===== src/hw/mem_cfg_pkg.sv =====
package mem_cfg_pkg;

   localparam int data_w     = 32;
   localparam int strb_w     = data_w / 8;
   localparam int def_addr_w = 10;  // word address, 4 kB total.

   // native port between execute and the RAM.
   typedef struct packed {
      logic                  en;
      logic [def_addr_w-1:0] addr;
      logic [strb_w-1:0]     strb;
      logic [data_w-1:0]     wdata;
   } mem_req_t;

endpackage

===== src/hw/mem_cmd_pkg.sv =====
package mem_cmd_pkg;

   import mem_cfg_pkg::*;

   localparam int tag_w = 4;

   typedef enum logic [1:0] {
      op_read  = 2'd0,
      op_write = 2'd1,
      op_rsvd2 = 2'd2,
      op_rsvd3 = 2'd3
   } opcode_e;

   typedef enum logic {
      st_ok  = 1'b0,
      st_err = 1'b1
   } status_e;

   // host command word, 52 bits.
   typedef struct packed {
      opcode_e               opcode;
      logic [tag_w-1:0]      tag;
      logic [def_addr_w-1:0] addr;
      logic [strb_w-1:0]     strb;
      logic [data_w-1:0]     data;
   } cmd_word_t;

   typedef struct packed {
      logic                  is_read;
      logic                  is_write;
      logic                  is_err;
      logic [tag_w-1:0]      tag;
      logic [def_addr_w-1:0] addr;
      logic [strb_w-1:0]     strb;
      logic [data_w-1:0]     data;
   } dec_op_t;

   typedef struct packed {
      logic [tag_w-1:0]  tag;
      status_e           status;
      logic [data_w-1:0] rdata;
   } resp_t;

endpackage


===== src/hw/cmd_execute.sv =====
module cmd_execute import mem_cfg_pkg::*; import mem_cmd_pkg::*; (
   input  logic             clk,
   input  logic             rst,
   input  logic             op_valid,
   input  dec_op_t          op,
   output logic             op_take,
   input  logic             slot_free,
   output mem_req_t         mem_req,
   output logic             ctx_valid,
   output logic [tag_w-1:0] ctx_tag,
   output logic             ctx_read,
   output logic             ctx_err
);

   logic                  en_q;
   logic [def_addr_w-1:0] addr_q;
   logic [strb_w-1:0]     strb_q;
   logic [data_w-1:0]     wdata_q;

   // the result stage must have room before an op leaves.
   assign op_take = op_valid & slot_free;

   always_ff @(posedge clk or posedge rst) begin
      if (rst) begin
         en_q      <= 1'b0;
         ctx_valid <= 1'b0;
      end else begin
         en_q      <= op_take & ~op.is_err;  // error ops skip the RAM.
         ctx_valid <= op_take;
      end
   end

   always_ff @(posedge clk) begin
      if (op_take) begin
         addr_q   <= op.addr;
         strb_q   <= op.is_write ? op.strb : '0;  // reads never write.
         wdata_q  <= op.data;
         ctx_tag  <= op.tag;
         ctx_read <= op.is_read;
         ctx_err  <= op.is_err;
      end
   end

   assign mem_req = '{en: en_q, addr: addr_q, strb: strb_q, wdata: wdata_q};

   a_op_one_kind: assert property (@(posedge clk) disable iff (rst)
      op_valid |-> $onehot({op.is_read, op.is_write, op.is_err}))
      else $error("cmd_execute: offered op is not exactly one of read, write or error");

endmodule


===== config.mk =====
export PLATFORM = sky130hd
export DESIGN_NAME = cmd_execute
export DESIGN_NICKNAME = d
export VERILOG_FILES = /design/src/hw/mem_cfg_pkg.sv /design/src/hw/mem_cmd_pkg.sv /design/src/hw/cmd_execute.sv
export SDC_FILE = /design/constraint.sdc
export NUM_CORES = 1
export LEC_CHECK = 0
export ABC_AREA = 1
export BUFFER_PORTS_ARGS = -buffer_cell sky130_fd_sc_hd__buf_2
export CORE_UTILIZATION = 35
export CTS_BUF_LIST = sky130_fd_sc_hd__clkbuf_8
export DETAILED_ROUTE_END_ITERATION = 8
export GPL_TIMING_DRIVEN = 1
export PLACE_DENSITY = 0.73
export SLEW_MARGIN = 20
export SYNTH_ARGS = -nofsm -noshare
export SYNTH_HDL_FRONTEND = slang
export SYNTH_SLANG_ARGS = --single-unit

===== constraint.sdc =====
create_clock -name clk -period 2.07 [get_ports clk]
set_input_delay 0.414 -clock clk [delete_from_list [all_inputs] [get_ports clk]]
set_output_delay 0.414 -clock clk [all_outputs]
set_load 0.02 [all_outputs]

==> out/qor.txt, run 1 <==
Largest net degree at the start of global routing - 20
Core Area - 4470 um2
RSZ-0062 raised after global routing - false
Most frequent cells in the layout - buf_2 (111), edfxtp_1 (52), nand2_1 (5), inv_1 (5), clkbuf_8 (5)
DIE AREA - 5030 um2
Crit start category - input port
Clock sink total - 54
VDD IR max - 0.608 mV
Crit-path max FO - 4
Simple-gate area share of the yosys netlist - 1.35%
Syn nets - 124
I/O pin total - 112
CTS tree - yes
Worst path required time - 1.66 ns
Worst min-delay path category - input port to flip-flop
DRC Markers - 9
Initial DRC count - 82
Dpl ws - 0.773 ns
Share of the synthesized area in the top cell type - 93.8%
Setup TNS - 0 ns
Final Non-Filler Cells - 241
Nets@finish - 245
Ranking of synthesized cells by area - edfxtp_1 (94%), dfrtp_1 (3.0%), inv_1 (1.4%)
Max-cap viol count - 0
Area growth from synthesis to layout - 45.6%
Largest family of logic cells by synthesized area - buffers and inverters
Max Fclk - 785 MHz
Port bufs - 111
Failing checks - DRC
Final period util - 61.5%
Avg WL per Cell - 12.9 um
Worst Hold Path Cells - 2
GRT Overall Usage - 12.9%
Setup Viol. Count Final - 0
Post-synthesis sequential area ratio - 96.8%
Complex-gate fraction of the synthesized area - 0%
Storage element area - 1610 um2
GPL Wtd Cong - 0.674
Status - finished with violations
HP Start - op[50]
Mux cell area share after synthesis - 0%
HPWL Detailed - 2.41 mm
Initial antenna violation count - 0
ANT nets after route - 0
Root buf cell - clkbuf_8
Synth Instances - 67
Area leader, netlist - edfxtp_1
Number of global-route vias before repair - 975
First-pass GRT wire length - 4.65 mm
Worst slew pin tran - 0.224 ns
Die W - 71.0 um
Final WL - 3.11 mm
Max-Slew Margin vs Limit - 85.1%
Starting Density - 37.2%
Filler instances - 366
Leak Pwr - 0.00108 uW
Critical Path AT - 0.86 ns
Min cycle time layout - 1.27 ns
PD cells - 919 nW/um2
Grt total ovfl - 0
Adder-cell share of the synthesized area - 0%
Critical path class - input port to output pin
Chip Height - 71.0 um
Most common cell after layout, fill and taps aside - buf_2
Layout cells sized above 1 - 65.1%
Total CTS buffers - 5
Total of cells resized after clock tree synthesis - 0
Setup crit end kind - output pin
Post-route setup slack - 0.797 ns
Synth warn - 0
Antenna Cells - 0
Yosys reg bits - 54
Via count - 1019
Total power - 2230 uW
Final Max Slew Viols - 0
Hold Worst Slack - 0.265 ns
Hold Path Sink - en_q$_DFF_PP0_
Xor and xnor area share after synthesis - 0%
Syn_area_per_cell - 24.8 um2
Clock transition at path regs - 0.09 ns
Final Hold Fails - 0
Placed cells - 232
DR pass1 iterations - 6
Vias per Instance - 4.23
Max Buffers Root-to-Sink - 2
Site Rows - 24
Post-Synthesis Cell Area - 1660 um2
H-tree levels - 2
Yosys cell types - 6
Multi-input logic area - 22.5 um2
==> synth_stat cells <==
cell / instances
edfxtp_1: 52
buf_4: 1
nand2_1: 5
nor2_1: 1
inv_1: 6
dfrtp_1: 2
==> critical path, cell delays in order <==
cell and delay (ns):
buf_2 0.08, nand2_1 0.06, inv_2 0.12, buf_2 0.18
==> final cells by class <==
type	instances	area share (%)
tap	52	2.69
timing repair buffer	115	24.3
sequential	54	66.5
multi-input combinational	6	0.930
inverter	6	0.930
clock inverter	3	1.81
clock buffer	5	2.84
==> metrics by stage <==
stage | cell area [um2] | utilization [%]
2_1_floorplan | 1660 | -
3_3_place_gp | 2300 | 51.4
3_5_place_dp | 2300 | 51.4
4_1_cts | 2420 | 54.1
5_1_grt | 2420 | 54.1
6_report | 2420 | 54.1
==> metal layers <==
layer  global-route usage (%)  wire, um
met4                     6.67        49
met2                     20.5      1490
met5                        0         0
met1                     15.5      1230
met3                     4.70       330
==> state kept, by name (all words and copies together) (netlist names) <==
| name | cells |
|---|---|
| addr_q | 10 |
| ctx_err | 1 |
| ctx_read | 1 |
| ctx_tag | 4 |
| ctx_valid | 1 |
| en_q | 1 |
| strb_q | 4 |
| wdata_q | 32 |
==> power breakdown <==
| group | total [uW] | internal [uW] | switching, uW |
|---|---|---|---|
| Sequential | 1290 | 1280 | 17.0 |
| Combinational | 241 | 89.0 | 152 |
| Clock | 692 | 362 | 330 |
==> what timing repair did <==
action | in CTS | in global routing
buffers inserted | 0 | 0
endpoints found under the hold margin | 2 | 0
hold buffers | 1 | 0
==> kinds of logic after synthesis <==
group / after synthesis
flops: 54
buf+inv: 7
simple gates: 6
==> worst max path at each step <==
stage	from	endpoint	slack, ns	cells past startpoint
4_1_cts	wdata_q[28]$_DFFE_PP_	mem_req[28]	0.77	1
6_report	slot_free	op_take	0.80	4
3_5_place_dp	slot_free	wdata_q[0]$_DFFE_PP_	0.77	4
3_3_place_gp	op_valid	op_take	0.78	4
2_1_floorplan	op_valid	op_take	0.04	2
5_1_grt	wdata_q[26]$_DFFE_PP_	mem_req[26]	0.74	1
No activity file was read; power rests on OpenSTA's default activity.
==> run 2, diff against run 1 <==
Clock period 2.07 ns to 1.24 ns, I/O delays scaled along.
==> out/qor.txt, run 2 (synthesis results as in run 1) <==
Status - finished with violations (unchanged)
Failing checks - DRC (unchanged)
Clk pwr share - 30.7% (was 31.1%)
Min cycle time layout - 1.18 ns
Via count - 1013 (was 1019)
Flop pwr share - 58.1% (about the same)
Final period util - 95.4%
Clock sink total - 54 (unchanged)
HP Start - op[50] (unchanged)
Layout cells sized above 1 - 65.4% (was 65.1%)
First-pass GRT wire length - 4.49 mm (was 4.65 mm)
DIE AREA - 5030 um2 (unchanged)
Number of global-route vias before repair - 999 (was 975)
DR pass1 iterations - 7 (was 6)
Multi-input logic area - 38.8 um2 (was 22.5 um2)
Max reg flops - 32 (unchanged)
Final Max Slew Viols - 0 (unchanged)
Total power - 3710 uW (was 2230 uW)
WP depth - 5 (was 4)
Crit-path max FO - 26 (was 4)
Die W - 71.0 um (unchanged)
GRT Overall Usage - 12.4% (was 12.9%)
Initial DRC count - 82 (unchanged)
Chip Height - 71.0 um (unchanged)
Util after Layout - 55.0% (was 54.1%)
Worst min-delay path category - input port to flip-flop (unchanged)
Most frequent cell on the critical path - buf_2 (unchanged)
Most frequent cells in the layout - buf_2 (111), edfxtp_1 (52), inv_1 (5), clkbuf_8 (5), nand2_1 (4) (was buf_2 (111), edfxtp_1 (52), nand2_1 (5), inv_1 (5), clkbuf_8 (5))
Total CTS buffers - 5 (unchanged)
Worst Hold Path Cells - 2 (unchanged)
Biggest register - wdata_q (unchanged)
Core Area - 4470 um2 (unchanged)
Nets@finish - 244 (was 245)
PD cells - 1510 nW/um2 (was 919 nW/um2)
Critical Path AT - 0.93 ns (was 0.86 ns)
Area growth from synthesis to layout - 48.0% (was 45.6%)
Initial antenna violation count - 0 (unchanged)
CP Cell Sequence - buf_2 -> nand2_8 -> clkinvlp_4 -> buf_12 -> buf_2 (was buf_2 -> nand2_1 -> inv_2 -> buf_2)
Clock transition at path regs - 0.09 ns (about the same)
Most common cell after layout, fill and taps aside - buf_2 (unchanged)
Max Buffers Root-to-Sink - 2 (unchanged)
Worst slew pin tran - 0.146 ns (was 0.224 ns)
DRC Markers - 16 (was 9)
Setup Buffers After CTS - 0 (unchanged)
P_sw - 819 uW (was 499 uW)
Final WL - 2.92 mm (was 3.11 mm)
Storage element area - 1610 um2 (unchanged)
Worst path required time - 0.99 ns (was 1.66 ns)
Crit start category - input port (unchanged)
Leak Pwr - 0.00108 uW (about the same)
Placed cells - 231 (was 232)
GPL Wtd Cong - 0.648 (was 0.674)
Comb pwr share - 11.2% (was 10.8%)
Critical path class - input port to output pin (unchanged)
Setup crit end kind - output pin (unchanged)
Max Fclk - 846 MHz
Sw Share - 22.1% (was 22.4%)
CP Launch Point - op_valid (was slot_free)
CP max stage cell - buf_12 (was buf_2)
I/O pin total - 112 (unchanged)
Worst Path Buf+Inv - 4 (was 3)
Root buf cell - clkbuf_8 (unchanged)
CTS tree - yes (unchanged)
Grt total ovfl - 0 (unchanged)
HPWL Detailed - 2.30 mm (was 2.41 mm)
Port bufs - 111 (unchanged)
Vias per Instance - 4.20 (was 4.23)
Filler instances - 365 (was 366)
Site Rows - 24 (unchanged)
VDD IR max - 0.957 mV (was 0.608 mV)
Final Non-Filler Cells - 241 (unchanged)
RSZ-0062 raised after global routing - false (unchanged)
Top Registers - wdata_q: 32 flops, addr_q: 10 flops (unchanged)
Pint - 2890 uW (was 1730 uW)
Final Hold Fails - 0 (unchanged)
H-tree levels - 2 (unchanged)
Starting Density - 37.2% (unchanged)
Critical path's top delay family - buffers and inverters (unchanged)
Avg WL per Cell - 12.1 um (was 12.9 um)
ANT nets after route - 0 (unchanged)
Max-Slew Margin vs Limit - 90.3% (was 85.1%)
Setup Viol. Count Final - 0 (unchanged)
Largest net degree at the start of global routing - 29 (was 20)
Total of cells resized after clock tree synthesis - 0 (unchanged)
Max-cap viol count - 0 (unchanged)
CP max stage delay - 0.18 ns (about the same)
==> run 2: per-layer routing <==
layer | global-route usage [%] | wire length [um]
met1 | 13.2 | 1070
met2 | 19.6 | 1360
met3 | 7.69 | 440
met4 | 6.00 | 50
met5 | 0 | 0
==> run 2: area by class of cell <==
class / count / area share, %
Antenna cell: 1 / 0.102
Clock buffer: 5 / 2.79
Clock inverter: 3 / 1.78
Inverter: 6 / 1.07
Multi-Input combinational cell: 6 / 1.58
Sequential cell: 54 / 65.4
Tap cell: 52 / 2.64
Timing Repair Buffer: 114 / 24.6
==> run 2: worst paths after layout <==
| path | to | slack (ns) |
|---|---|---|
| max | op_take | 0.06 |
| min in group asynchronous | en_q$_DFF_PP0_ | 0.33 |
| max in group asynchronous | ctx_valid$_DFF_PP0_ | 0.80 |
| min | en_q$_DFF_PP0_ | 0.10 |
==> run 2: stage by stage <==
| stage | instance area [um2] | hold WS [ns] | setup WS, ns | TNS [ns] |
|---|---|---|---|---|
| floorplan | 1680 | -0.0108 | -0.279 | -14.67 |
| global placement | 2340 | 0.0973 | 0.0749 | 0 |
| detailed placement | 2340 | 0.105 | 0.0524 | 0 |
| CTS | 2460 | 0.0867 | 0.0469 | 0 |
| global route | 2460 | 0.0860 | 0.0109 | 0 |
| finish | 2460 | 0.103 | 0.0575 | 0 |
==> run 2: repair_timing <==
item,in CTS,in global routing
hold buffers,1,0
setup endpoints to repair,0,0
endpoints found under the hold margin,2,0
==> run 2: power groups by stage <==
stage	clock, uW	sequential [uW]	combinational, uW
after detailed placement	0	2200	419
after CTS	1180	2160	421
after global routing	1260	2170	444
after floorplan	0	2360	41.0
after global placement	0	2200	414
final	1140	2160	414
