## config.mk

```make
export PLATFORM = sky130hd
export DESIGN_NAME = resp_return
export DESIGN_NICKNAME = d
export VERILOG_FILES = /design/src/hw/mem_cfg_pkg.sv /design/src/hw/mem_cmd_pkg.sv /design/src/hw/resp_return.sv
export SDC_FILE = /design/constraint.sdc
export NUM_CORES = 1
export LEC_CHECK = 0
export CORE_MARGIN = 5
export CORE_UTILIZATION = 65
export CTS_BUF_LIST = sky130_fd_sc_hd__clkbuf_8
export DETAILED_ROUTE_END_ITERATION = 10
export DONT_BUFFER_PORTS = 1
export GPL_TIMING_DRIVEN = 0
export PLACE_DENSITY = 0.81
export SLEW_MARGIN = 20
export SYNTH_ARGS = -nofsm -noshare
export SYNTH_HDL_FRONTEND = slang
export SYNTH_SLANG_ARGS = --single-unit
```

## constraint.sdc

```tcl
create_clock -name clk -period 3.7 [get_ports clk]
set_input_delay 0.37 -clock clk [delete_from_list [all_inputs] [get_ports clk]]
set_output_delay 0.37 -clock clk [all_outputs]
set_load 0.005 [all_outputs]
```

## src/hw/mem_cfg_pkg.sv

```systemverilog
package mem_cfg_pkg;

   localparam int data_w     = 32;
   localparam int strb_w     = data_w / 8;
   localparam int def_addr_w = 10;  // word address, 4 kB total.

   // native port between execute and the RAM.
   typedef struct packed {
      logic                  en;
      logic [def_addr_w-1:0] addr;
      logic [strb_w-1:0]     strb;
      logic [data_w-1:0]     wdata;
   } mem_req_t;

endpackage
```

## src/hw/mem_cmd_pkg.sv

```systemverilog
package mem_cmd_pkg;

   import mem_cfg_pkg::*;

   localparam int tag_w = 4;

   typedef enum logic [1:0] {
      op_read  = 2'd0,
      op_write = 2'd1,
      op_rsvd2 = 2'd2,
      op_rsvd3 = 2'd3
   } opcode_e;

   typedef enum logic {
      st_ok  = 1'b0,
      st_err = 1'b1
   } status_e;

   // host command word, 52 bits.
   typedef struct packed {
      opcode_e               opcode;
      logic [tag_w-1:0]      tag;
      logic [def_addr_w-1:0] addr;
      logic [strb_w-1:0]     strb;
      logic [data_w-1:0]     data;
   } cmd_word_t;

   typedef struct packed {
      logic                  is_read;
      logic                  is_write;
      logic                  is_err;
      logic [tag_w-1:0]      tag;
      logic [def_addr_w-1:0] addr;
      logic [strb_w-1:0]     strb;
      logic [data_w-1:0]     data;
   } dec_op_t;

   typedef struct packed {
      logic [tag_w-1:0]  tag;
      status_e           status;
      logic [data_w-1:0] rdata;
   } resp_t;

endpackage

```

## src/hw/resp_return.sv

```systemverilog
module resp_return import mem_cfg_pkg::*; import mem_cmd_pkg::*; #(
   parameter int resp_depth = 4
) (
   input  logic              clk,
   input  logic              rst,
   input  logic              ctx_valid,
   input  logic [tag_w-1:0]  ctx_tag,
   input  logic              ctx_read,
   input  logic              ctx_err,
   input  logic              ready,
   input  logic [data_w-1:0] rdata,
   output logic              slot_free,
   output logic              resp_valid,
   output resp_t             resp,
   input  logic              resp_credit
);

   localparam int ptr_w = (resp_depth > 1) ? $clog2(resp_depth) : 1;
   localparam int cnt_w = $clog2(resp_depth + 1);
   localparam int use_w = $clog2(resp_depth + 3);

   resp_t            fifo [resp_depth];
   resp_t            entry;
   logic [ptr_w-1:0] wr_ptr;
   logic [ptr_w-1:0] rd_ptr;
   logic [cnt_w-1:0] count;
   logic [cnt_w-1:0] credit_cnt;
   logic [use_w-1:0] in_use;
   logic             pend_valid;
   logic [tag_w-1:0] pend_tag;
   logic             pend_read;
   logic             pend_err;
   logic             push;
   logic             pop;

   // error ops have no RAM reply to wait for.
   assign push = pend_valid & (pend_err | ready);
   assign pop  = resp_valid;

   assign entry = '{tag:    pend_tag,
                    status: pend_err ? st_err : st_ok,
                    rdata:  pend_read ? rdata : '0};

   assign in_use    = use_w'(count) + use_w'(ctx_valid) + use_w'(pend_valid);
   assign slot_free = (in_use < use_w'(resp_depth));

   assign resp_valid = (count != '0) & (credit_cnt != '0);
   assign resp       = fifo[rd_ptr];

   always_ff @(posedge clk) begin
      if (ctx_valid) begin
         pend_tag  <= ctx_tag;
         pend_read <= ctx_read;
         pend_err  <= ctx_err;
      end
      if (push) begin
         fifo[wr_ptr] <= entry;
      end
   end

   always_ff @(posedge clk or posedge rst) begin
      if (rst) begin
         pend_valid <= 1'b0;
         wr_ptr     <= '0;
         rd_ptr     <= '0;
         count      <= '0;
         credit_cnt <= cnt_w'(resp_depth);  // host starts with room for all.
      end else begin
         pend_valid <= ctx_valid;
         if (push) begin
            wr_ptr <= (wr_ptr == ptr_w'(resp_depth - 1)) ? '0 : wr_ptr + 1'b1;
         end
         if (pop) begin
            rd_ptr <= (rd_ptr == ptr_w'(resp_depth - 1)) ? '0 : rd_ptr + 1'b1;
         end
         case ({push, pop})
            2'b10:   count <= count + 1'b1;
            2'b01:   count <= count - 1'b1;
            default: count <= count;
         endcase
         case ({resp_credit, pop})
            2'b10:   credit_cnt <= credit_cnt + 1'b1;
            2'b01:   credit_cnt <= credit_cnt - 1'b1;
            default: credit_cnt <= credit_cnt;
         endcase
      end
   end

   a_credit_bound: assert property (@(posedge clk) disable iff (rst)
      credit_cnt <= cnt_w'(resp_depth))
      else $error("resp_return: host returned more credits than it was given");

endmodule

```

==> results_dict.tcl, run 1 <==
set metrics [dict create \
    die_w_um 109 \
    post_cts.resized_instances 0 \
    mostFrequentLayoutCells "edfxtp_1 (154), mux4_2 (37), and2_1 (32)" \
    ys_warn_count 0 \
    combPwrFrac_pct 26.8 \
    ys_ff_latch 165 \
    switching_power_uw 1430 \
    final_common_cell "edfxtp_1" \
    p_per_area_nw_per_um2 716 \
    rsz0062_at_grt "no" \
    rows 36 \
    cts_max_path_buffers 2 \
    dieArea_sq_um 11900 \
    cap_violations 0 \
    internal-power_uw 3660 \
    leakagePower_uw 0.00240 \
    cts-htree-levels 4 \
    dr.first_iter.drc_count 148 \
    holdWs_ps 46.1 \
    cp.required_ps 4050 \
    grt_pass1_vias 3035 \
    cp.arrival_ps 2620 \
    seq_area_frac_synth_pct 76.9 \
    worstSetupPathType "flop to flop" \
    fmax_mhz 442 \
    syn_to_final_growth_pct 11.5 \
    ant_nets 0 \
    critPathCaptureType "flop" \
    layout.nets 378 \
    dpl.hpwl_um 6950 \
    synth.distinct_cells 23 \
    routabilityCongestion 0.701 \
    cpMaxStageDelayCell "dfstp_2" \
    die_y_um 109 \
    cts_hold_buf 2 \
    syn_avg_cell_area_sq_um 21.7 \
    fin_skew_ps 10.1 \
    synth_fp_nets 347 \
    viasPerCell 5.80 \
    routedWlPerCell_um 22.5 \
    syn_inst 294 \
    wl_um 10600 \
    core_area_sq_um 9680 \
    io_pins 82 \
    drc 0 \
    max-vdd-ir-drop_mv 0.417 \
    final_util_pct 73.4 \
    setup_viol 0 \
    tns_ps 0 \
    period_needed_ps 2260 \
    maxSlewHeadroom_pct 57.3 \
    crit_family "adder cells" \
    synth_top_area_share_pct 72.6 \
    grt_first_pass_wirelength_um 16600 \
    antenna_found_initial 2 \
    hold_path.class "input port to flop" \
    cts_sinks 165 \
    syn_area_sq_um 6370 \
    yosys-top-cells-area "edfxtp_1 (73%), mux4_2 (13%), dfrtp_1 (3.9%)" \
    crit_chain "nor3_1 -> nor2_1 -> ha_1 -> inv_1 -> fa_1 -> xor2_1 -> nor2_1 -> xor2_1" \
    via_count 2743 \
    post_cts.repair.setup_buffers 0 \
    cts_root_buf "clkbuf_8" \
    critPathBufInv 1 \
    clkSlewWorstSetupHoldPaths_ps 80 \
    cts_tree "yes" \
    worstMarginPinSlew_ps 641 \
    slew_violations 0 \
    hold_viol 0 \
    track_usage_pct 19.9 \
    finalCritPeriodShare_pct 61.2 \
    startpoint_type "flop" \
    cts-buffers-inserted 17 \
    max_stage_delay_ps 550 \
    grt_overflow 0 \
    place.port_buffers 0 \
    grt_max_degree 28 \
    crit_path_max_fanout 5 \
    clkLatencyLatePin_ps 430 \
    clockPowerShare_pct 25.0 \
    yosysTopAreaCell "edfxtp_1" \
    seqPwrFrac_pct 48.2 \
    status "complete, no violations" \
    p_sw_share_pct 28.1 \
    drive_above_1_share_pct 24.6 \
    start_util_pct 65.8 \
    firstDrtPassIters 4 \
]
[path summary, 6_finish.rpt]
path,slack [ps],endpoint,start,depth (start not counted)
min reg2reg,500,fifo[3][33]$_DFFE_PP_,pend_tag[0]$_DFFE_PP_,0
min,50,pend_read$_DFFE_PP_,ctx_valid,0
min in group asynchronous,390,pend_valid$_DFF_PP0_,rst,2
max reg2reg,1440,count[2]$_DFFE_PP0P_,credit_cnt[2]$_DFFE_PP1P_,8
max,1440,count[2]$_DFFE_PP0P_,credit_cnt[2]$_DFFE_PP1P_,8
max in group asynchronous,2950,credit_cnt[2]$_DFFE_PP1P_,rst,2
[routing by layer]
metal / track usage (%) / wire (um)
met1: 25.0 / 4200
met2: 32.2 / 5670
met3: 7.40 / 679
met4: 6.76 / 87
met5: 0 / 0
[synthesized netlist by cell type, drive strengths merged]
master / count
o21a: 1
fa: 2
mux4: 37
nor3: 2
ha: 8
mux2i: 2
nor2: 5
inv: 11
xnor2: 3
and2: 36
dfstp: 1
o21ai: 2
xor2: 4
nand2: 1
edfxtp: 154
mux2: 2
dfrtp: 10
or3: 1
a21oi: 1
buf: 7
clkbuf: 4
[power by group through the flow]
stage	Combinational [uW]	Sequential, uW	Clock [uW]
finish	1370	2450	1270
global route	1510	2480	1400
CTS	1400	2450	1300
detailed placement	1400	2490	0
global placement	1310	2490	0
floorplan	1060	2470	0
[sequential cells by signal, summed over array words and instances (netlist names)]
| signal | count |
|---|---|
| rd_ptr | 2 |
| pend_read | 1 |
| pend_err | 1 |
| count | 3 |
| fifo | 148 |
| credit_cnt | 3 |
| wr_ptr | 2 |
| pend_tag | 4 |
| pend_valid | 1 |
[kinds of logic after synthesis]
group | after synthesis | share of synthesized area, %
AO/OA/AOI/OAI | 4 | 0.353
buffers and inverters | 22 | 1.71
adder cells (fa/ha/maj) | 10 | 2.20
flip-flops | 165 | 76.9
AND/OR/NAND/NOR | 45 | 4.14
XOR/XNOR | 7 | 0.962
multiplexers | 41 | 13.7
[through the flow]
stage          power (uW)  setup slack (ps)  instance area [sq um]  instances
4_1_cts              5160              1420                   7040        465
2_1_floorplan        3520              1770                   6370        294
3_5_place_dp         3890              1450                   6630        431
6_report             5090              1440                   7110        473
5_1_grt              5380              1280                   7110        473
3_3_place_gp         3800              1100                   6540        427
[cell type report]
cell class | instances | area, sq um
Antenna cell | 2 | 5.00
Buffer | 11 | 67.6
Clock buffer | 17 | 234
Clock inverter | 15 | 165
Fill cell | 550 | 2570
Inverter | 11 | 41.3
Multi-Input combinational cell | 107 | 1370
Sequential cell | 165 | 4900
Tap cell | 133 | 166
Timing Repair Buffer | 12 | 160
(Power assumes the default switching activity.)
==> run 2: changes to the inputs <==
==> constraint.sdc (replaced) <==
create_clock -name clk -period 2.16 [get_ports clk]
set_input_delay 0.216 -clock clk [delete_from_list [all_inputs] [get_ports clk]]
set_output_delay 0.216 -clock clk [all_outputs]
set_load 0.005 [all_outputs]
==> run 2 against run 1 <==
  * Non-clock buffer count is 3 higher
  * Wire length is 0.27% lower
  * Fmax is 13% higher
  * Combinational power is 77% higher
  * Critical endpoint is now credit_cnt[2]$_DFFE_PP1P_
  * Largest cell class unchanged
  * Highest routed layer unchanged
  * Sequential share of layout area is 0.46 points lower
==> results_dict.tcl, run 2 (synthesis results as in run 1) <==
set metrics [dict create \
    dieArea_sq_um 11900 \
    max-vdd-ir-drop_mv 0.728 \
    cts_root_buf "clkbuf_8" \
    critPathBufInv 1 \
    largest_reg_flops 148 \
    layout.nets 381 \
    track_usage_pct 19.9 \
    core_area_sq_um 9680 \
    cpMostUsedCell "xor2_1" \
    antenna_found_initial 2 \
    grt_pass1_vias 3046 \
    via_count 2763 \
    total_power_uw 8820 \
    hold_path.class "input port to flop" \
    final_common_cell "edfxtp_1" \
    startpoint_type "flop" \
    routedWlPerCell_um 22.3 \
    crit_chain "nor3_2 -> nor2_4 -> ha_2 -> inv_2 -> fa_2 -> xor2_1 -> nor2_1 -> xor2_1" \
    crit_family "adder cells" \
    drive_above_1_share_pct 27.6 \
    cts_tree "yes" \
    cts_max_path_buffers 2 \
    leakagePower_uw 0.00241 \
    grt_overflow 0 \
    worstMarginPinSlew_ps 633 \
    p_per_area_nw_per_um2 1230 \
    clkSlewWorstSetupHoldPaths_ps 80 \
    critPathCaptureType "flop" \
    worstSetupPathType "flop to flop" \
    setup_viol 0 \
    cts-htree-levels 4 \
    cpMaxStageDelayCell "dfstp_2" \
    seq_area_sq_um 4900 \
    grt_max_degree 28 \
    ant_nets 0 \
    place.port_buffers 0 \
    post-place-ws_ps -94.2 \
    finalCritPeriodShare_pct 93.1 \
    cts-buffers-inserted 17 \
    dpl.hpwl_um 6950 \
    crit_path_max_fanout 5 \
    grt_use_met1_pct 25.1 \
    multi_input_area_sq_um 1390 \
    rows 36 \
    drc 0 \
    status "complete, no violations" \
    die_w_um 109 \
    maxSlewHeadroom_pct 57.8 \
    grt-busiest-layer "met2" \
    hold_viol 0 \
    fin_skew_ps 12.8 \
    regMostFlops "fifo" \
    clkLatencyLatePin_ps 430 \
    dr.first_iter.drc_count 132 \
    cp.arrival_ps 2370 \
    max_stage_delay_ps 550 \
    slew_violations 0 \
    viasPerCell 5.80 \
    wl_um 10600 \
    cp.required_ps 2520 \
    worst_slack_ps 150 \
    fill_cells 536 \
    grt_first_pass_wirelength_um 16700 \
    syn_to_final_growth_pct 12.3 \
    cts_sinks 165 \
    fmax_mhz 498 \
    start_util_pct 65.8 \
    die_y_um 109 \
    top_regs "fifo: 148 flops, pend_tag: 4 flops" \
    met2_usage_pct 32.3 \
    period_needed_ps 2010 \
    rsz0062_at_grt "no" \
    io_pins 82 \
    mostFrequentLayoutCells "edfxtp_1 (154), mux4_2 (37), and2_1 (32)" \
    firstDrtPassIters 4 \
    grt_use_met3_pct 7.22 \
    cap_violations 0 \
    routabilityCongestion 0.701 \
]
[run 2: per-layer routing]
metal	up-vias	wire length [um]
met4	0	80
met2	70	5670
met3	11	661
met5	-	0
met1	1445	4210
li1	1237	-
[run 2: worst paths after layout]
path | startpoint | end | slack [ps] | depth (start not counted)
min in group asynchronous | rst | count[2]$_DFFE_PP0P_ | 230 | 2
max reg2reg | credit_cnt[2]$_DFFE_PP1P_ | credit_cnt[2]$_DFFE_PP1P_ | 150 | 8
max in group asynchronous | rst | credit_cnt[2]$_DFFE_PP1P_ | 1570 | 2
min reg2reg | pend_tag[0]$_DFFE_PP_ | fifo[3][33]$_DFFE_PP_ | 510 | 0
min | rdata[4] | fifo[2][4]$_DFFE_PP_ | 60 | 1
max | credit_cnt[2]$_DFFE_PP1P_ | credit_cnt[2]$_DFFE_PP1P_ | 150 | 8
[run 2: power by group]
group          switching (uW)  internal (uW)  total [uW]
Combinational            1260           1170        2430
Clock                    1050           1130        2180
Sequential                173           4030        4210
[run 2: timing repair]
action | 4_1_cts | 5_1_grt
pin swaps | 0 | 8
buffers inserted | 0 | 3
endpoints found under the setup margin | 2 | 9
hold buffers | 8 | 0
resized for setup | 1 | 9
gates cloned | 0 | 0
hold endpoints to repair | 23 | 0
[run 2: area by class of cell]
class,instances,share of cell area [%]
Tap cell,133,2.32
Timing Repair Buffer,15,2.55
Buffer,11,0.996
Sequential cell,165,68.5
Antenna cell,2,0.0699
Inverter,11,0.577
Clock inverter,15,2.31
Clock buffer,17,3.27
Multi-Input combinational cell,107,19.4
[run 2: per-stage QoR]
stage	setup TNS [ps]	util, %	area, sq um	instances	hold WS, ps
after floorplan	0	-	6370	294	67.7
final	0	73.9	7160	476	59.0
after detailed placement	-162	68.4	6630	431	150
after CTS	0	73.4	7110	471	31.1
after global placement	-63770	67.5	6540	427	128
after global routing	0	73.9	7160	476	27.3
==> run 3: changes to the inputs <==
--- a/config.mk
+++ b/config.mk
@@ -6,12 +6,11 @@
 export NUM_CORES = 1
 export LEC_CHECK = 0
 export CORE_MARGIN = 5
-export CORE_UTILIZATION = 65
+export CORE_UTILIZATION = 35
 export CTS_BUF_LIST = sky130_fd_sc_hd__clkbuf_8
 export DETAILED_ROUTE_END_ITERATION = 10
 export DONT_BUFFER_PORTS = 1
 export GPL_TIMING_DRIVEN = 0
-export PLACE_DENSITY = 0.81
 export SLEW_MARGIN = 20
 export SYNTH_ARGS = -nofsm -noshare
 export SYNTH_HDL_FRONTEND = slang
==> run 3 against run 2 <==
  * Cell count is 18% higher
  * First-iteration DRC count is 6.8% higher
  * Sequential cell count stayed put
  * Worst setup slack worse by 28 ps
  * Die area is 77% higher
  * Clock skew is 1.8 ps lower
  * Fmax is 1.4% lower
  * Sequential share of layout area is 0.29 points higher
  * Final area is 0.42% lower
==> results_dict.tcl, run 3 (synthesis results as in run 1) <==
set metrics [dict create \
    viasPerCell 4.87 \
    firstDrtPassIters 4 \
    cts_max_path_buffers 2 \
    maxSlewHeadroom_pct 58.4 \
    drive_above_1_share_pct 25.4 \
    final_common_cell "edfxtp_1" \
    fill_cells 1630 \
    core_area_sq_um 18000 \
    dr.first_iter.drc_count 141 \
    grt_overflow 0 \
    total_power_uw 8580 \
    clkSlewWorstSetupHoldPaths_ps 90 \
    antenna_found_initial 1 \
    startpoint_type "flop" \
    die_y_um 145 \
    drc 0 \
    multi_input_area_sq_um 1390 \
    critPathCaptureType "flop" \
    hold_viol 0 \
    holdWs_ps 39.0 \
    period_needed_ps 2040 \
    cts_root_buf "clkbuf_8" \
    routabilityCongestion 0.707 \
    regMostFlops "fifo" \
    grt_pass1_vias 3062 \
    largest_reg_flops 148 \
    rsz0062_at_grt "no" \
    worstSetupPathType "flop to flop" \
    grt_first_pass_wirelength_um 18000 \
    layout.nets 374 \
    rows 49 \
    cts_sinks 165 \
    cts_tree "yes" \
    status "complete, no violations" \
    setup_viol 0 \
    cp.required_ps 2540 \
    die_w_um 145 \
    wl_um 11700 \
    clkLatencyLatePin_ps 450 \
    syn_to_final_growth_pct 11.9 \
    top_regs "fifo: 148 flops, pend_tag: 4 flops" \
    worstMarginPinSlew_ps 624 \
    tns_ps 0 \
    slew_violations 0 \
    rr_worst_depth 8 \
    p_per_area_nw_per_um2 1200 \
    seq_area_sq_um 4900 \
    place.port_buffers 0 \
    routedWlPerCell_um 20.7 \
    track_usage_pct 11.5 \
    max-vdd-ir-drop_mv 0.547 \
    fmax_mhz 491 \
    holdPathStages 1 \
    dpl.hpwl_um 7000 \
    crit_path_max_fanout 5 \
    finalCritPeriodShare_pct 94.4 \
    grt_max_degree 38 \
    cts-htree-levels 4 \
    fin_skew_ps 11.0 \
    ant_nets 0 \
    dieArea_sq_um 21000 \
    start_util_pct 35.5 \
    io_pins 82 \
    cap_violations 0 \
    cts-buffers-inserted 17 \
    via_count 2749 \
    mostFrequentLayoutCells "edfxtp_1 (154), mux4_2 (37), and2_1 (32)" \
    cp.arrival_ps 2410 \
    leakagePower_uw 0.00234 \
    hold_path.class "input port to flop" \
]
## run 3: worst max-delay path: stages, from the launching register on
cell     delay [ps]
dfstp_2         550
nor3_2           50
nor2_4          220
ha_2            250
inv_2            40
fa_2            380
xor2_1          170
nor2_1          150
xor2_1          160
## run 3: cell type report
| cell class | count | area share, % |
|---|---|---|
| sequential | 165 | 68.8 |
| multi-input combinational | 107 | 19.5 |
| tap | 229 | 4.02 |
| clock buffer | 17 | 3.28 |
| clock inverter | 15 | 1.65 |
| timing repair buffer | 9 | 1.23 |
| buffer | 10 | 0.930 |
| inverter | 11 | 0.579 |
| antenna | 1 | 0.0351 |
## run 3: routing by layer
layer | up-vias | GRT usage, % | wire [um]
met1 | 1457 | 13.7 | 4880
met2 | 61 | 18.9 | 5970
met3 | 14 | 4.68 | 665
met4 | 0 | 3.95 | 156
met5 | - | 0 | 0
li1 | 1217 | - | -
## run 3: report_power, final
group          internal, uW  switching (uW)  total, uW  leakage [uW]
Clock                   894            1100       2000      0.000173
Sequential             4040             171       4210       0.00156
Combinational          1090            1280       2370      0.000607
## run 3: what timing repair did
action,CTS,global route
gates resized for setup,5,7
hold buffers,8,0
setup buffers,0,1
setup endpoints to repair,11,7
pin swaps,0,6
hold endpoints to repair,24,0
## run 3: worst paths after layout
kind                                                start                         to  slack [ps]
worst max-delay path            credit_cnt[2]$_DFFE_PP1P_       count[2]$_DFFE_PP0P_         120
worst min-delay path                             rdata[4]       fifo[0][4]$_DFFE_PP_          40
worst max register to register  credit_cnt[2]$_DFFE_PP1P_       count[2]$_DFFE_PP0P_         120
worst min register to register      pend_tag[0]$_DFFE_PP_      fifo[2][33]$_DFFE_PP_         520
max in group asynchronous                             rst      rd_ptr[0]$_DFFE_PP0P_        1630
min in group asynchronous                             rst  credit_cnt[1]$_DFFE_PP0P_         190
## run 3: metrics by stage
| step | worst slack (ps) | util, % | instance area (sq um) | std cells |
|---|---|---|---|---|
| 3_3_place_gp | -667 | 37.1 | 6660 | 523 |
| 2_1_floorplan | 229 | - | 6370 | 294 |
| 5_1_grt | 11.1 | 39.7 | 7130 | 564 |
| 6_report | 122 | 39.7 | 7130 | 564 |
| 4_1_cts | 7.68 | 39.6 | 7110 | 563 |
| 3_5_place_dp | -162 | 37.1 | 6670 | 523 |
