<file path="src/hw/mem_cfg_pkg.sv">
package mem_cfg_pkg;

   localparam int data_w     = 32;
   localparam int strb_w     = data_w / 8;
   localparam int def_addr_w = 10;  // word address, 4 kB total.

   // native port between execute and the RAM.
   typedef struct packed {
      logic                  en;
      logic [def_addr_w-1:0] addr;
      logic [strb_w-1:0]     strb;
      logic [data_w-1:0]     wdata;
   } mem_req_t;

endpackage
</file>
<file path="src/hw/mem_cmd_pkg.sv">
package mem_cmd_pkg;

   import mem_cfg_pkg::*;

   localparam int tag_w = 4;

   typedef enum logic [1:0] {
      op_read  = 2'd0,
      op_write = 2'd1,
      op_rsvd2 = 2'd2,
      op_rsvd3 = 2'd3
   } opcode_e;

   typedef enum logic {
      st_ok  = 1'b0,
      st_err = 1'b1
   } status_e;

   // host command word, 52 bits.
   typedef struct packed {
      opcode_e               opcode;
      logic [tag_w-1:0]      tag;
      logic [def_addr_w-1:0] addr;
      logic [strb_w-1:0]     strb;
      logic [data_w-1:0]     data;
   } cmd_word_t;

   typedef struct packed {
      logic                  is_read;
      logic                  is_write;
      logic                  is_err;
      logic [tag_w-1:0]      tag;
      logic [def_addr_w-1:0] addr;
      logic [strb_w-1:0]     strb;
      logic [data_w-1:0]     data;
   } dec_op_t;

   typedef struct packed {
      logic [tag_w-1:0]  tag;
      status_e           status;
      logic [data_w-1:0] rdata;
   } resp_t;

endpackage

</file>
<file path="src/hw/cmd_decode.sv">
module cmd_decode import mem_cmd_pkg::*; #(
   parameter int cmd_depth = 4
) (
   input  logic      clk,
   input  logic      rst,
   input  logic      cmd_valid,
   input  cmd_word_t cmd,
   output logic      cmd_credit,
   output logic      op_valid,
   output dec_op_t   op,
   input  logic      op_take
);

   localparam int ptr_w = (cmd_depth > 1) ? $clog2(cmd_depth) : 1;
   localparam int cnt_w = $clog2(cmd_depth + 1);

   cmd_word_t        fifo [cmd_depth];
   cmd_word_t        head;
   logic [ptr_w-1:0] wr_ptr;
   logic [ptr_w-1:0] rd_ptr;
   logic [cnt_w-1:0] count;
   logic             push;
   logic             pop;

   assign push     = cmd_valid;
   assign pop      = op_take & op_valid;
   assign op_valid = (count != '0);
   assign head     = fifo[rd_ptr];

   always_ff @(posedge clk) begin
      if (push) begin
         fifo[wr_ptr] <= cmd;
      end
   end

   always_ff @(posedge clk or posedge rst) begin
      if (rst) begin
         wr_ptr     <= '0;
         rd_ptr     <= '0;
         count      <= '0;
         cmd_credit <= 1'b0;
      end else begin
         if (push) begin
            wr_ptr <= (wr_ptr == ptr_w'(cmd_depth - 1)) ? '0 : wr_ptr + 1'b1;
         end
         if (pop) begin
            rd_ptr <= (rd_ptr == ptr_w'(cmd_depth - 1)) ? '0 : rd_ptr + 1'b1;
         end
         case ({push, pop})
            2'b10:   count <= count + 1'b1;
            2'b01:   count <= count - 1'b1;
            default: count <= count;
         endcase
         cmd_credit <= pop;  // each freed slot goes back to the host.
      end
   end

   always_comb begin
      op          = '0;
      op.tag      = head.tag;
      op.addr     = head.addr;
      op.strb     = head.strb;
      op.data     = head.data;
      case (head.opcode)
         op_read:            op.is_read  = 1'b1;
         op_write:           op.is_write = 1'b1;
         op_rsvd2, op_rsvd3: op.is_err   = 1'b1;
         default:            op.is_err   = 1'b1;
      endcase
   end

   a_no_overrun: assert property (@(posedge clk) disable iff (rst)
      cmd_valid |-> (count != cnt_w'(cmd_depth)))
      else $error("cmd_decode: command sent with no credit left");

endmodule

</file>
<file path="config.mk">
export PLATFORM = sky130hd
export DESIGN_NAME = cmd_decode
export DESIGN_NICKNAME = d
export VERILOG_FILES = /design/src/hw/mem_cfg_pkg.sv /design/src/hw/mem_cmd_pkg.sv /design/src/hw/cmd_decode.sv
export SDC_FILE = /design/constraint.sdc
export NUM_CORES = 1
export LEC_CHECK = 0
export CORE_MARGIN = 5
export CORE_UTILIZATION = 25
export CTS_BUF_LIST = sky130_fd_sc_hd__clkbuf_4 sky130_fd_sc_hd__clkbuf_8 sky130_fd_sc_hd__clkbuf_16
export DETAILED_ROUTE_END_ITERATION = 10
export DONT_BUFFER_PORTS = 1
export HOLD_SLACK_MARGIN = 0.12
export MAX_ROUTING_LAYER = met4
export PLACE_DENSITY_LB_ADDON = 0.3
export SLEW_MARGIN = 20
export SYNTH_ARGS = -nofsm -noshare
export SYNTH_HDL_FRONTEND = slang
export SYNTH_SLANG_ARGS = --single-unit
</file>
<file path="constraint.sdc">
create_clock -name clk -period 7.2 [get_ports clk]
set_input_delay 2.16 -clock clk [delete_from_list [all_inputs] [get_ports clk]]
set_output_delay 2.16 -clock clk [all_outputs]
set_load 0.005 [all_outputs]
</file>
==> results of run 1 <==
## power by group
group          switching [uW]  total (uW)  internal [uW]
Clock                     475        1270            792
Sequential                134        1750           1620
Combinational             374         721            346
Total                     983        3740           2760
## cell families (layout without fill, tap and decap cells)
kind of cell	after synthesis	count (layout)	synth area share
AO/OA/AOI/OAI	2	2	0.001256
AND/OR/NAND/NOR	12	12	0.007848
flip-flops	216	216	0.8087
buffers and inverters	20	52	0.01601
multiplexers	55	55	0.1510
XOR/XNOR	3	3	0.003297
adder cells (fa/ha/maj)	7	7	0.01193
## worst max-delay path, stage by stage, from the launching register on
cell and delay [ps]:
dfrtp_4 790, buf_4 600, mux4_2 620
## state kept, by name, summed over array words and instances, names as in the netlist
signal,flops
fifo,208
count,3
rd_ptr,2
wr_ptr,2
cmd_credit,1
## layout by cell type (no fill, tap or decap), types with 3 or more instances in the layout
master       n
ha_1         6
clkinv_2     3
dfrtp_1      6
clkbuf_16   25
edfxtp_1   208
and2_4       4
clkbuf_4     4
bufinv_16    4
inv_1        8
mux4_2      52
nor2_1       3
## through the flow
stage                     hold WS (ps)  instance area, um^2
after global placement           453.1                 8407
after floorplan                  433.6                 7971
final                            466.1                 9239
after CTS                        466.7                 9239
after global routing             490.9                 9239
after detailed placement         448.7                 8407
## worst min-delay path by stage
stage / start / to
after floorplan: count[2] / count[2]
after global placement: count[2] / count[2]
after detailed placement: count[2] / count[2]
after global routing: count[2] / count[2]
final: count[2] / count[2]
after CTS: count[2] / count[2]
## cell usage after synthesis, types with 2 or more instances
cell type	n	area share
ha_1	6	0.0094
xor2_1	2	0.0022
nor2_1	3	0.0014
inv_1	8	0.0038
or3_1	2	0.0016
mux4_2	52	0.15
edfxtp_1	208	0.78
buf_6	6	0.0085
and2_1	4	0.0031
nand2_1	2	0.00094
buf_2	6	0.0038
o21ai_0	2	0.0013
dfrtp_1	8	0.025
mux2_2	2	0.0028
## cell type report
cell class	count	share of cell area
tap	402	0.05444
clock inverter	13	0.01910
inverter	8	0.003250
timing repair buffer	2	0.001625
multi-input combinational	79	0.1524
clock buffer	29	0.07096
sequential	216	0.6983
## metal layers
metal	up-vias	global-route usage	share of wire
met3	30	0.03094	0.072
met1	1687	0.09733	0.38
met5	-	-	0
li1	1360	-	-
met4	0	0.02747	0.029
met2	86	0.1506	0.52
==> impl_metrics.env, run 1 <==
export IMPL_status="finished, final reports clean"
export IMPL_die_area_mm2=0.03556
export IMPL_final_util=0.2928
export IMPL_synthFlopType="edfxtp_1"
export IMPL_root_buffer="clkbuf_16"
export IMPL_drt_wl_total_mm=15.35
export IMPL_hold_buffers=0
export IMPL_htree_levels=1
export IMPL_dr_pass1_iters=4
export IMPL_finalMaxSlewViolations=0
export IMPL_die_w_um=188.6
export IMPL_period_minus_slack_ps=4723
export IMPL_path_clk_slew_ps=60
export IMPL_startpoint="rd_ptr[0]"
export IMPL_grt_pass1_wl_mm=22.84
export IMPL_synth_edf_count=208
export IMPL_crit_arrival_ps=2560
export IMPL_antenna_found_initial=0
export IMPL_synth_fp_nets=378
export IMPL_vias=3163
export IMPL_timing_final_ws_setup_ps=2477
export IMPL_cts_resized=0
export IMPL_gr_total_overflow=0
export IMPL_ys_ff_latch=216
export IMPL_register_area_mm2=0.006451
export IMPL_dp_cells=707
export IMPL_grt_start_max_net_pins=53
export IMPL_r2r_cells=3
export IMPL_ios=111
export IMPL_gp_congestion=0.7002
export IMPL_timing_slew_headroom=0.4059
export IMPL_syn_area_per_cell_um2=25.31
export IMPL_rows=65
export IMPL_min_path_type="flip-flop to flip-flop"
export IMPL_io_buffers=0
export IMPL_timing_rr_end="rd_ptr[1]"
export IMPL_hold_viol=0
export IMPL_p_leak_uw=0.002905
export IMPL_setup_viol=0
export IMPL_drive_above_1_share=0.2939
export IMPL_cts_path_max_buffers=3
export IMPL_regToRegSetupSlack_ps=5100
export IMPL_yosys_warnings=0
export IMPL_area_growth_pct=15.90
export IMPL_maxCapViolations=0
export IMPL_dieHeight_um=188.6
export IMPL_end_kind="output port"
export IMPL_final_nets=394
export IMPL_cp_max_fo=28
export IMPL_grt_use_total=0.08815
export IMPL_period_share=0.6560
export IMPL_grt_pass1_vias=3611
export IMPL_tightest_slew_ps=891.2
export IMPL_rsz0062_at_grt="no"
export IMPL_avgRoutedWirePerCell_um=20.49
export IMPL_initial_core_util=0.2526
export IMPL_start_kind="flip-flop"
export IMPL_fill_cells=3033
export IMPL_drc=0
export IMPL_setup_tns_ps=0
export IMPL_clock_sinks=216
export IMPL_n_antenna_cell=0
export IMPL_netlist_area_mm2=0.007971
export IMPL_critPathKind="flip-flop to output port"
export IMPL_total_power_uw=3740
export IMPL_min_path_cells=1
export IMPL_timing_rr_start="rd_ptr[1]"
export IMPL_clk_latency_ps=510
export IMPL_ant_nets=0
export IMPL_synthCells=315
export IMPL_place_ws_ps=2879
export IMPL_async_reset_ff_frac=0.03704
export IMPL_post_dp_hpwl_mm=8.991
export IMPL_core_area_mm2=0.03156
export IMPL_drt_iter0_drc=171
export IMPL_cts_setup_buffers=0
export IMPL_final_cell_count_no_fill=749
export IMPL_cts_tree="done"
export IMPL_via_per_inst=4.223
export IMPL_power_density_mw_per_mm2=404.8
export IMPL_cts_made_buffers=24
export IMPL_ys_types=18
export IMPL_ir_drop_v=0.0002723
export IMPL_crit_path_end="op[25]"
export IMPL_synth_seq_area_share=0.8087
export IMPL_max_freq_mhz=211.7
export IMPL_critPathRequiredTime_ps=5040
export IMPL_multi_input_area_mm2=0.001408
export IMPL_skew_ps=15.79
Power figures use the tool's default switching activity.
==> run 2, diff against run 1 <==
clock period = 4.1 ns   (was 7.2 ns; I/O delays follow)
==> run 2 against run 1 <==
Against the previous run:
- final cell count grew 0.67%
- via count rose by 0.66%
- total power increased by 76%
- die area is the same
- critical path type unchanged
- highest routed layer unchanged
==> impl_metrics.env, run 2 (synthesized netlist as in run 1, its figures left out) <==
export IMPL_dieHeight_um=188.6
export IMPL_max_freq_mhz=310.2
export IMPL_largest_reg_flops=208
export IMPL_period_minus_slack_ps=3224
export IMPL_avgRoutedWirePerCell_um=20.84
export IMPL_tightest_slew_ps=924.8
export IMPL_crit_arrival_ps=1990
export IMPL_skew_ps=5.139
export IMPL_clk_latency_ps=520
export IMPL_die_area_mm2=0.03556
export IMPL_area_growth_pct=16.09
export IMPL_drc=0
export IMPL_clock_sinks=216
export IMPL_initial_core_util=0.2526
export IMPL_via_per_inst=4.223
export IMPL_biggestRegsByFlops="fifo: 208 flops, count: 3 flops"
export IMPL_path_clk_slew_ps=60
export IMPL_final_cell_count_no_fill=754
export IMPL_p_leak_uw=0.002905
export IMPL_grt_start_max_net_pins=54
export IMPL_power_frac_seq=0.448
export IMPL_worst_path_largest_cell_delay_ps=610
export IMPL_grt_pass1_vias=3653
export IMPL_grt_use_total=0.09040
export IMPL_critPathRequiredTime_ps=2870
export IMPL_regMostFlops="fifo"
export IMPL_p_int_uw=4791
export IMPL_gr_total_overflow=0
export IMPL_drive_above_1_share=0.2991
export IMPL_antenna_found_initial=0
export IMPL_grt_pass1_wl_mm=23.51
export IMPL_final_nets=396
export IMPL_clockPowerShare=0.333
export IMPL_io_buffers=0
export IMPL_drt_iter0_drc=212
export IMPL_end_kind="output port"
export IMPL_place_ws_ps=1365
export IMPL_htree_levels=1
export IMPL_dr_pass1_iters=4
export IMPL_cp_slowest_cell="mux4_2"
export IMPL_cts_path_max_buffers=3
export IMPL_finalMaxSlewViolations=0
export IMPL_dp_cells=708
export IMPL_status="finished, final reports clean"
export IMPL_cts_tree="done"
export IMPL_period_share=0.7863
export IMPL_rsz0062_at_grt="no"
export IMPL_min_path_type="flip-flop to flip-flop"
export IMPL_hold_buffers=0
export IMPL_ant_nets=0
export IMPL_die_w_um=188.6
export IMPL_setup_tns_ps=0
export IMPL_switching_share=0.2712
export IMPL_timing_final_ws_setup_ps=876.3
export IMPL_switchingPower_uw=1783
export IMPL_cp_max_fo=53
export IMPL_combPwrFrac=0.219
export IMPL_final_cell_mix="edfxtp_1, mux4_2, clkbuf_16"
export IMPL_vias=3184
export IMPL_setup_viol=0
export IMPL_power_density_mw_per_mm2=710.4
export IMPL_cts_setup_buffers=0
export IMPL_ir_drop_v=0.0004353
export IMPL_ios=111
export IMPL_critPathKind="flip-flop to output port"
export IMPL_post_dp_hpwl_mm=8.950
export IMPL_cts_made_buffers=25
export IMPL_start_kind="flip-flop"
export IMPL_drt_wl_total_mm=15.72
export IMPL_rows=65
export IMPL_final_area_mm2=0.009254
export IMPL_root_buffer="clkbuf_16"
export IMPL_gp_congestion=0.7110
export IMPL_hold_viol=0
export IMPL_core_area_mm2=0.03156
export IMPL_maxCapViolations=0
export IMPL_timing_slew_headroom=0.3835
export IMPL_placed_cell_area_mm2=0.008427
export IMPL_crit_chain="buf_12, mux4_2"
export IMPL_cts_resized=0
export IMPL_final_common_cell="edfxtp_1"
[run 2: changes by cell type in the layout (fill, tap and decap cells not counted)]
| cell | change |
|---|---|
| clkinv_4 | +1 |
| bufinv_16 | -1 |
| clkinv_2 | +2 |
| clkinv_1 | +1 |
| clkbuf_4 | -2 |
| clkinvlp_4 | +2 |
| buf_12 | +1 |
| diode_2 | +1 |
[run 2: cell type report]
class | instances | area, um^2
Tap cell | 402 | 503.0
Clock inverter | 18 | 183.9
Antenna cell | 1 | 2.502
Inverter | 8 | 30.03
Clock buffer | 27 | 640.6
Sequential cell | 216 | 6451
Timing Repair Buffer | 3 | 35.03
Fill cell | 3027 | 22300
Multi-Input combinational cell | 79 | 1408
[run 2: routing by layer]
layer | up-vias | global-route usage | routed length [um]
met5 | - | - | 0
met4 | 0 | 0.02775 | 477
met3 | 28 | 0.03649 | 1274
met2 | 100 | 0.1482 | 7772
met1 | 1687 | 0.1023 | 6192
li1 | 1369 | - | -
[run 2: path summary, 6_finish.rpt]
| path | startpoint | end | slack (ps) | depth (start not counted) |
|---|---|---|---|---|
| min in group asynchronous | rst | rd_ptr[0] | 590 | 1 |
| max in group asynchronous | rst | rd_ptr[0] | 3190 | 1 |
| max | rd_ptr[0] | op[38] | 880 | 2 |
| min | count[2] | count[2] | 470 | 1 |
| max reg2reg | count[0] | count[2] | 2080 | 9 |
| min reg2reg | count[2] | count[2] | 470 | 1 |
[run 2: power by group through the flow]
stage | logic, uW | registers (uW) | clock network [uW]
floorplan | 1150 | 2950 | 0
global placement | 1490 | 2980 | 0
detailed placement | 1500 | 3000 | 0
CTS | 1510 | 2960 | 2260
global route | 1570 | 2980 | 2350
finish | 1440 | 2950 | 2190
[run 2: critical path, delay by kind of cell (launching register included)]
family / cells / cell delay, ps
mux: 1 / 610
buf+inv: 1 / 400
flops: 1 / 450
[run 2: stage by stage]
| stage | total power [uW] | hold slack, ps | utilization |
|---|---|---|---|
| after global placement | 4467 | 456.3 | 0.2671 |
| after CTS | 6728 | 465.4 | 0.2932 |
| after detailed placement | 4504 | 452.4 | 0.2671 |
| after global routing | 6909 | 487.0 | 0.2932 |
| final | 6574 | 466.3 | 0.2933 |
| after floorplan | 4104 | 433.6 | - |
==> run 3, diff against run 2 <==
ABC_AREA = 1   (was unset)
clock period = 2.8 ns   (was 4.1 ns; I/O delays follow)
==> run 3 against run 2 <==
Against the previous run:
- die area rose by 4.6%
- largest power group unchanged
- count of clock-buffer cells in the layout rose by 3
- non-clock buffer count rose by 13
- clock skew rose by 1.9 ps
- critical path type unchanged
==> impl_metrics.env, run 3 <==
export IMPL_drc=0
export IMPL_ios=111
export IMPL_combPwrFrac=0.283
export IMPL_synth_area_leaders="edfxtp_1, o21ai_1, nor2_1, dfrtp_1, nand2_1"
export IMPL_largest_reg_flops=208
export IMPL_gr_usage_met3=0.03093
export IMPL_final_cell_mix="edfxtp_1, nor2_1, o21ai_1"
export IMPL_yosys_area_top_type="edfxtp_1"
export IMPL_grt_start_max_net_pins=87
export IMPL_regMostFlops="fifo"
export IMPL_dr_pass1_iters=4
export IMPL_timing_rr_start="count[1]"
export IMPL_io_buffers=0
export IMPL_rsz0062_at_grt="no"
export IMPL_tightest_slew_ps=519.5
export IMPL_die_w_um=192.9
export IMPL_critPathKind="flip-flop to output port"
export IMPL_finalMaxSlewViolations=0
export IMPL_clock_sinks=216
export IMPL_synthCells=623
export IMPL_synth_seq_area_share=0.7710
export IMPL_yosys_warnings=0
export IMPL_power_frac_seq=0.420
export IMPL_synth_fp_nets=686
export IMPL_synth_common_cells="edfxtp_1, nor2_1, o21ai_1"
export IMPL_fill_cells=3366
export IMPL_placed_cell_area_mm2=0.008885
export IMPL_setup_viol=0
export IMPL_multi_input_area_mm2=0.001610
export IMPL_switching_share=0.3307
export IMPL_use_met2=0.1502
export IMPL_drt_wl_total_mm=17.65
export IMPL_ys_ff_latch=216
export IMPL_timing_rr_end="count[2]"
export IMPL_yosysMostFrequentCell="edfxtp_1"
export IMPL_via_per_inst=4.178
export IMPL_p_int_uw=6973
export IMPL_power_density_mw_per_mm2=1074
export IMPL_clockPowerShare=0.297
export IMPL_setup_tns_ps=0
export IMPL_async_reset_ff_frac=0.03704
export IMPL_antenna_found_initial=0
export IMPL_timing_slew_headroom=0.6537
export IMPL_n_antenna_cell=0
export IMPL_hold_buffers=0
export IMPL_drt_iter0_drc=219
export IMPL_cts_path_max_buffers=3
export IMPL_cts_made_buffers=25
export IMPL_biggestRegsByFlops="fifo: 208 flops, count: 3 flops"
export IMPL_period_share=0.9560
export IMPL_maxCapViolations=0
export IMPL_ys_types=20
export IMPL_synth_edf_count=208
export IMPL_cp_max_fo=31
export IMPL_root_buffer="clkbuf_16"
export IMPL_min_path_type="primary input to asynchronous set/reset pin"
export IMPL_vias=4583
export IMPL_grt_use_total=0.09469
export IMPL_initial_core_util=0.2512
export IMPL_ir_drop_v=0.0004986
export IMPL_grt_pass1_wl_mm=26.30
export IMPL_top_usage_layer="met2"
export IMPL_crit_arrival_ps=1840
export IMPL_final_area_mm2=0.009696
export IMPL_final_nets=694
export IMPL_gr_total_overflow=0
export IMPL_critPathRequiredTime_ps=1960
export IMPL_r2r_cells=11
export IMPL_core_area_mm2=0.03328
export IMPL_area_growth_pct=15.97
export IMPL_skew_ps=7.052
export IMPL_synth_top_area_frac=0.7471
export IMPL_ant_nets=0
export IMPL_max_freq_mhz=373.6
export IMPL_switchingPower_uw=3445
export IMPL_post_dp_hpwl_mm=10.23
export IMPL_drive_above_1_share=0.09861
export IMPL_regToRegSetupSlack_ps=930
export IMPL_htree_levels=1
export IMPL_final_common_cell="edfxtp_1"
export IMPL_cts_setup_buffers=0
export IMPL_rows=67
export IMPL_synthFlopType="edfxtp_1"
export IMPL_netlist_area_mm2=0.008361
export IMPL_syn_area_per_cell_um2=13.42
export IMPL_avgRoutedWirePerCell_um=16.09
export IMPL_grt_pass1_vias=4432
export IMPL_gp_congestion=0.6883
export IMPL_die_area_mm2=0.03720
export IMPL_cts_tree="done"
export IMPL_end_kind="output port"
export IMPL_start_kind="flip-flop"
export IMPL_period_minus_slack_ps=2677
export IMPL_status="finished, final reports clean"
export IMPL_path_clk_slew_ps=60
export IMPL_hold_viol=0
export IMPL_met1_usage=0.1159
export IMPL_register_area_mm2=0.006451
export IMPL_clk_latency_ps=520
export IMPL_p_leak_uw=0.003246
export IMPL_final_util=0.2913
export IMPL_dieHeight_um=192.9
run 3: cell types whose count changed in the layout (fill, tap and decap cells not counted), sizes merged, moves of 2 or more:
cell      delta
and2         -4
mux2         -2
nor2       +149
nand2       +29
o21ai      +151
or3          -2
inv          +9
mux4        -52
buf         +13
xor2         -2
clkinvlp     -2
clkbuf       +3
nand3        +8
run 3: cells by family after synthesis:
logic type / share of synthesized area
buffers and inverters: 0.03667
AO/OA/AOI/OAI: 0.09219
adder cells (fa/ha/maj): 0.01137
AND/OR/NAND/NOR: 0.08770
flip-flops: 0.7710
XOR/XNOR: 0.001048
run 3: worst max path at each step:
| stage | cells past startpoint | slack (ps) | endpoint | from |
|---|---|---|---|---|
| after CTS | 4 | 40 | op[7] | rd_ptr[0] |
| after detailed placement | 4 | 460 | op[7] | rd_ptr[0] |
| after global routing | 4 | 0.6 | op[7] | rd_ptr[0] |
| final | 4 | 120 | op[7] | rd_ptr[0] |
| after global placement | 4 | 460 | op[7] | rd_ptr[0] |
| after floorplan | 3 | 210 | fifo[3][0] | cmd_valid |
run 3: cell type report:
class                   count  area share
clock buffers              30     0.06840
clock inverters            15     0.01316
inverters                  18    0.008259
multi-input cells         354      0.1661
flip-flops and latches    216      0.6654
well taps                 448     0.05781
repair buffers             16     0.02091
run 3: layer usage:
layer	routed length, um	vias up
li1	-	2242
met1	7527	2218
met2	8395	90
met3	1306	33
met4	418	0
met5	0	-
run 3: timing repair:
action,4_1_cts,5_1_grt
gates resized for setup,3,3
gates cloned,0,0
hold endpoints to repair,0,0
setup endpoints to repair,40,8
run 3: through the flow:
stage / total power (uW) / worst slack [ps] / std cells / hold WS (ps)
4_1_cts: 10660 / 43.47 / 1097 / 144.4
3_5_place_dp: 7495 / 455.5 / 1052 / 463.9
5_1_grt: 11120 / 0.6324 / 1097 / 171.5
6_report: 10420 / 123.3 / 1097 / 161.3
3_3_place_gp: 7464 / 460.8 / 1052 / 460.0
2_1_floorplan: 6588 / 211.8 / 623 / 441.7
run 3: power groups by stage:
stage / Clock, uW / Combinational, uW / Sequential, uW
final: 3090 / 2950 / 4380
after global routing: 3350 / 3350 / 4420
after CTS: 3210 / 3070 / 4380
after detailed placement: 0 / 3060 / 4430
after global placement: 0 / 3040 / 4430
after floorplan: 0 / 2170 / 4410
run 3: critical path, stage by stage, from the launching register on:
cell,delay [ps]
dfrtp_4,520
inv_8,200
buf_4,250
o21ai_1,80
o21ai_1,260
